===== src/include/ssm_params.svh =====
// tile sizes, element width and multiplier latency for the ssm decay tile, include where needed
`ifndef SSM_PARAMS_SVH
`define SSM_PARAMS_SVH

// one fp16 element, slice arithmetic assumes 16
`define SSM_DW 16

// tile shape
`define SSM_H_TILE 1   // heads
`define SSM_P_TILE 2   // channels per head
`define SSM_N_TILE 8   // state entries per channel

// one multiplier lane per (h,p,n)
`define SSM_LANES (`SSM_H_TILE * `SSM_P_TILE * `SSM_N_TILE)

// fp16_mul pipeline depth, 2 or more
`define SSM_MUL_LAT 3

`endif


===== src/verilog/ssm_pkg.sv =====
// shared types of the ssm decay tile, referenced from the rtl as ssm_pkg::name
`include "ssm_params.svh"

package ssm_pkg;

  // one ieee half-precision word
  typedef logic [`SSM_DW-1:0] fp16_t;

  // per-head decay, head 0 in the low word
  typedef logic [`SSM_H_TILE*`SSM_DW-1:0] dA_vec_t;

  // tile state, word index ((h*P_TILE + p)*N_TILE + n), index 0 low
  typedef logic [`SSM_LANES*`SSM_DW-1:0] hstate_vec_t;

  // state buffer phases
  typedef enum logic {
    IDLE,      // ready for load or step
    WAIT_MUL   // step in the multiplier bank
  } buf_state_e;

endpackage

===== src/verilog/hstate_buf.sv =====
// tile state register, takes loads, issues one decay step at a time and stores the products
`timescale 1ns/10ps

module hstate_buf (
  input  logic                 clk,
  input  logic                 rstn,
  input  logic                 load_i,      // strobe with state_i
  input  ssm_pkg::hstate_vec_t state_i,
  input  logic                 step_i,      // strobe with dA_i
  input  ssm_pkg::dA_vec_t     dA_i,
  input  logic                 wb_valid_i,  // bank result ready
  input  ssm_pkg::hstate_vec_t wb_state_i,
  output logic                 issue_o,
  output ssm_pkg::hstate_vec_t hprev_o,     // also the visible state
  output ssm_pkg::dA_vec_t     dA_o,
  output logic                 busy_o
);

  ssm_pkg::buf_state_e  st_q;
  ssm_pkg::hstate_vec_t state_q;
  ssm_pkg::dA_vec_t     dA_q;
  logic                 issue_q;
  logic                 accept;

  // load wins over step, steps in flight are dropped
  assign accept = (st_q == ssm_pkg::IDLE) && step_i && !load_i;

  always_ff @(posedge clk) begin
    if (rstn) begin
      st_q    <= ssm_pkg::IDLE;
      state_q <= '0;
      issue_q <= 1'b0;
    end else begin
      issue_q <= accept;                       // one-cycle issue pulse
      case (st_q)
        ssm_pkg::IDLE: begin
          if (load_i) begin
            state_q <= state_i;
          end else if (accept) begin
            st_q <= ssm_pkg::WAIT_MUL;
          end
        end
        ssm_pkg::WAIT_MUL: begin
          if (wb_valid_i) begin                // writeback and release
            state_q <= wb_state_i;
            st_q    <= ssm_pkg::IDLE;
          end
        end
        default: st_q <= ssm_pkg::IDLE;
      endcase
    end
  end

  // decay held for the issue cycle
  always_ff @(posedge clk) begin
    if (accept) begin
      dA_q <= dA_i;
    end
  end

  assign issue_o = issue_q;
  assign hprev_o = state_q;
  assign dA_o    = dA_q;
  assign busy_o  = (st_q == ssm_pkg::WAIT_MUL);

endmodule


===== config.mk =====
export PLATFORM = sky130hd
export DESIGN_NAME = hstate_buf
export DESIGN_NICKNAME = d
export VERILOG_FILES = /design/src/verilog/ssm_pkg.sv /design/src/verilog/hstate_buf.sv
export VERILOG_INCLUDE_DIRS = /design/src /design/src/include
export SDC_FILE = /design/constraint.sdc
export NUM_CORES = 1
export LEC_CHECK = 0
export ABC_AREA = 1
export BUFFER_PORTS_ARGS = -buffer_cell sky130_fd_sc_hd__buf_2
export CAP_MARGIN = 20
export CORE_AREA = 3 3 317 319
export DETAILED_ROUTE_END_ITERATION = 7
export DIE_AREA = 0 0 320 322
export SYNTH_ARGS = -nofsm -noshare
export SYNTH_HDL_FRONTEND = slang
export SYNTH_SLANG_ARGS = --single-unit

===== constraint.sdc =====
create_clock -name clk -period 2.48 [get_ports clk]
set_clock_uncertainty 0.05 [all_clocks]
set_input_delay 0.248 -clock clk [delete_from_list [all_inputs] [get_ports clk]]
set_output_delay 0.248 -clock clk [all_outputs]
set_load 0.005 [all_outputs]

==> metrics.txt <==
Initial Utilization=0.149; Top Ports=807; CTS Buf Count=35; Synth cell types=14; crit path max fanout=88; Max-Cap Viols=0; Remaining Overflow, GRT=0; Syn Nets=3037; Min-Delay Path Class=in -> reg; worst vdd rail ir drop=409 uV; Post-Synthesis Cell Area=14700 um^2; synthesized instance count=2504; FF+latch area=between 5000 and 6000 um^2; Hold Violations, Final=0; area occupied by multi-input gates=just over 7000 um^2; die footprint=just over 100000 um^2; fillers=10741; worst skew pair latency=~540 ps; Die Ht=~320 um; final worst-path cycle share=0.945; # rows=115; largest cells by area after synthesis=dfxtp_1, nand2_1, nor2_1, nand3_1, inv_1; Seq/Total Area, Yosys=0.385; RSZ-0062 raised after global routing=false; Clk pin slew, worst setup/hold paths=60 ps; drt pass-1 iters=8; Synth top area share=0.352; Die Width=320 um; Remaining DRCs=0; vias=20041; GR Util All Layers=0.156; Synth Register Bits=274; final worst setup slack=138 ps; post-DP HPWL=63500 um; post-route insts no fill=a little over 5000; Ys Warns=0; routed len/inst=approximately 17 um; Crit. End Element=flop; Startpoint Class=flop; CTS Sinks=274; critical setup path kind=reg -> reg; Data required, critical path=2930 ps; dpl ws=662 ps; share of cells above drive strength 1=0.251; Area Growth Syn to Fin=78.3%; gpl congestion=0.844; critical path arrival=2790 ps; core area=98100 um^2; port bufs=806; vias per inst=3.97; TritonCTS clock tree=done; most common cell after layout, fill and taps aside=nand2_1; # placed instances=4500; first-pass GRT wire length=121000 um; Fin Setup TNS=0 ps; leakage=14.2 nW; final net count=about 4300; Bufs on Longest Clock Path=3; antenna violations before repair=65; vias in the first global route=~19000; final setup fails=0; Resize count post-CTS=0; Slew @ Worst Pin=670 ps; cell taking the most area after synthesis=dfxtp_1; H-tree depth=2; CTS root buf=clkbuf_16; min Tclk post-route=2340 ps; Total Power=14.0 mW; mean area per synthesized cell=5.85 um^2; initial DRC count=between 1000 and 1500; routed wire length=84400 um; Pins Over Slew Limit=0; Final ANT Viol Nets=0; Slew HR=0.553; largest net degree at the start of global routing=94; commonest cells after routing, fill and taps aside=nand2_1, buf_2, nor2_1, dlygate4sd3_1, inv_1; outcome=complete, no violations; Power Dens Cells=537 nW/um^2; Peak Freq=427 MHz
==> timing repair <==
| action | 4_1_cts | 5_1_grt |
|---|---|---|
| hold endpoints to repair | 266 | 0 |
| hold buffers | 475 | 0 |
| setup buffers | 0 | 0 |
==> worst max-delay path: stages, from the launching register on <==
cell and delay, ps:
dfxtp_4 430, buf_12 310, buf_12 320, nand2_1 220, nand2_1 110, dlygate4sd3_1 540, nor2_1 40, nor2_1 80
==> registers in the layout (all words and copies together) (netlist names) <==
signal,cells
hprev_o,256
dA_o,16
busy_o,1
issue_o,1
==> per-layer routing <==
layer,global-route usage,routed length [um],part of all wire,up-vias
met5,0,149,0.0018,-
met4,0.0409,2250,0.027,22
met3,0.0451,6910,0.082,182
met2,0.270,40200,0.48,856
met1,0.188,34900,0.41,9103
li1,-,-,-,9878
==> final timing paths <==
check | start | slack [ps] | depth (start not counted) | to
max | busy_o | 140 | 7 | hprev_o[62]
min | wb_state_i[3] | 40 | 5 | hprev_o[3]
max reg2reg | busy_o | 140 | 7 | hprev_o[62]
min reg2reg | hprev_o[109] | 490 | 4 | hprev_o[109]
==> final cells by class <==
| type | instances | area share |
|---|---|---|
| sequential | 274 | 0.216 |
| inverter | 261 | 0.0381 |
| clock buffer | 51 | 0.0413 |
| clock inverter | 10 | 0.00330 |
| timing repair buffer | 1353 | 0.366 |
| tap | 1287 | 0.0616 |
| multi-input combinational | 1800 | 0.272 |
| antenna | 14 | 0.00134 |
==> synth_stat cells, drive strengths merged <==
| cell | n |
|---|---|
| nand2 | 1029 |
| clkbuf | 13 |
| dfxtp | 258 |
| nor2 | 513 |
| nand3 | 257 |
| a21oi | 1 |
| edfxtp | 16 |
| buf | 156 |
| inv | 261 |
==> per-stage QoR <==
stage	area [um^2]	util	hold slack (ps)
after floorplan	14700	-	267
after global placement	20200	0.206	375
after detailed placement	20200	0.206	377
after CTS	26100	0.266	0.213
after global routing	26100	0.266	25.4
final	26100	0.266	40.5
==> kinds of logic after synthesis <==
logic type             count (synthesis)  share of synthesized area
flip-flops                           274                      0.385
buffers and inverters                430                      0.131
AND/OR/NAND/NOR                     1799                      0.483
AO/OA/AOI/OAI                          1                   0.000341
==> where the power goes <==
group          switching (mW)  internal, mW
registers               0.220          4.85
clock network            2.13          3.12
logic                    1.85          1.85
Power figures use the tool's default switching activity.
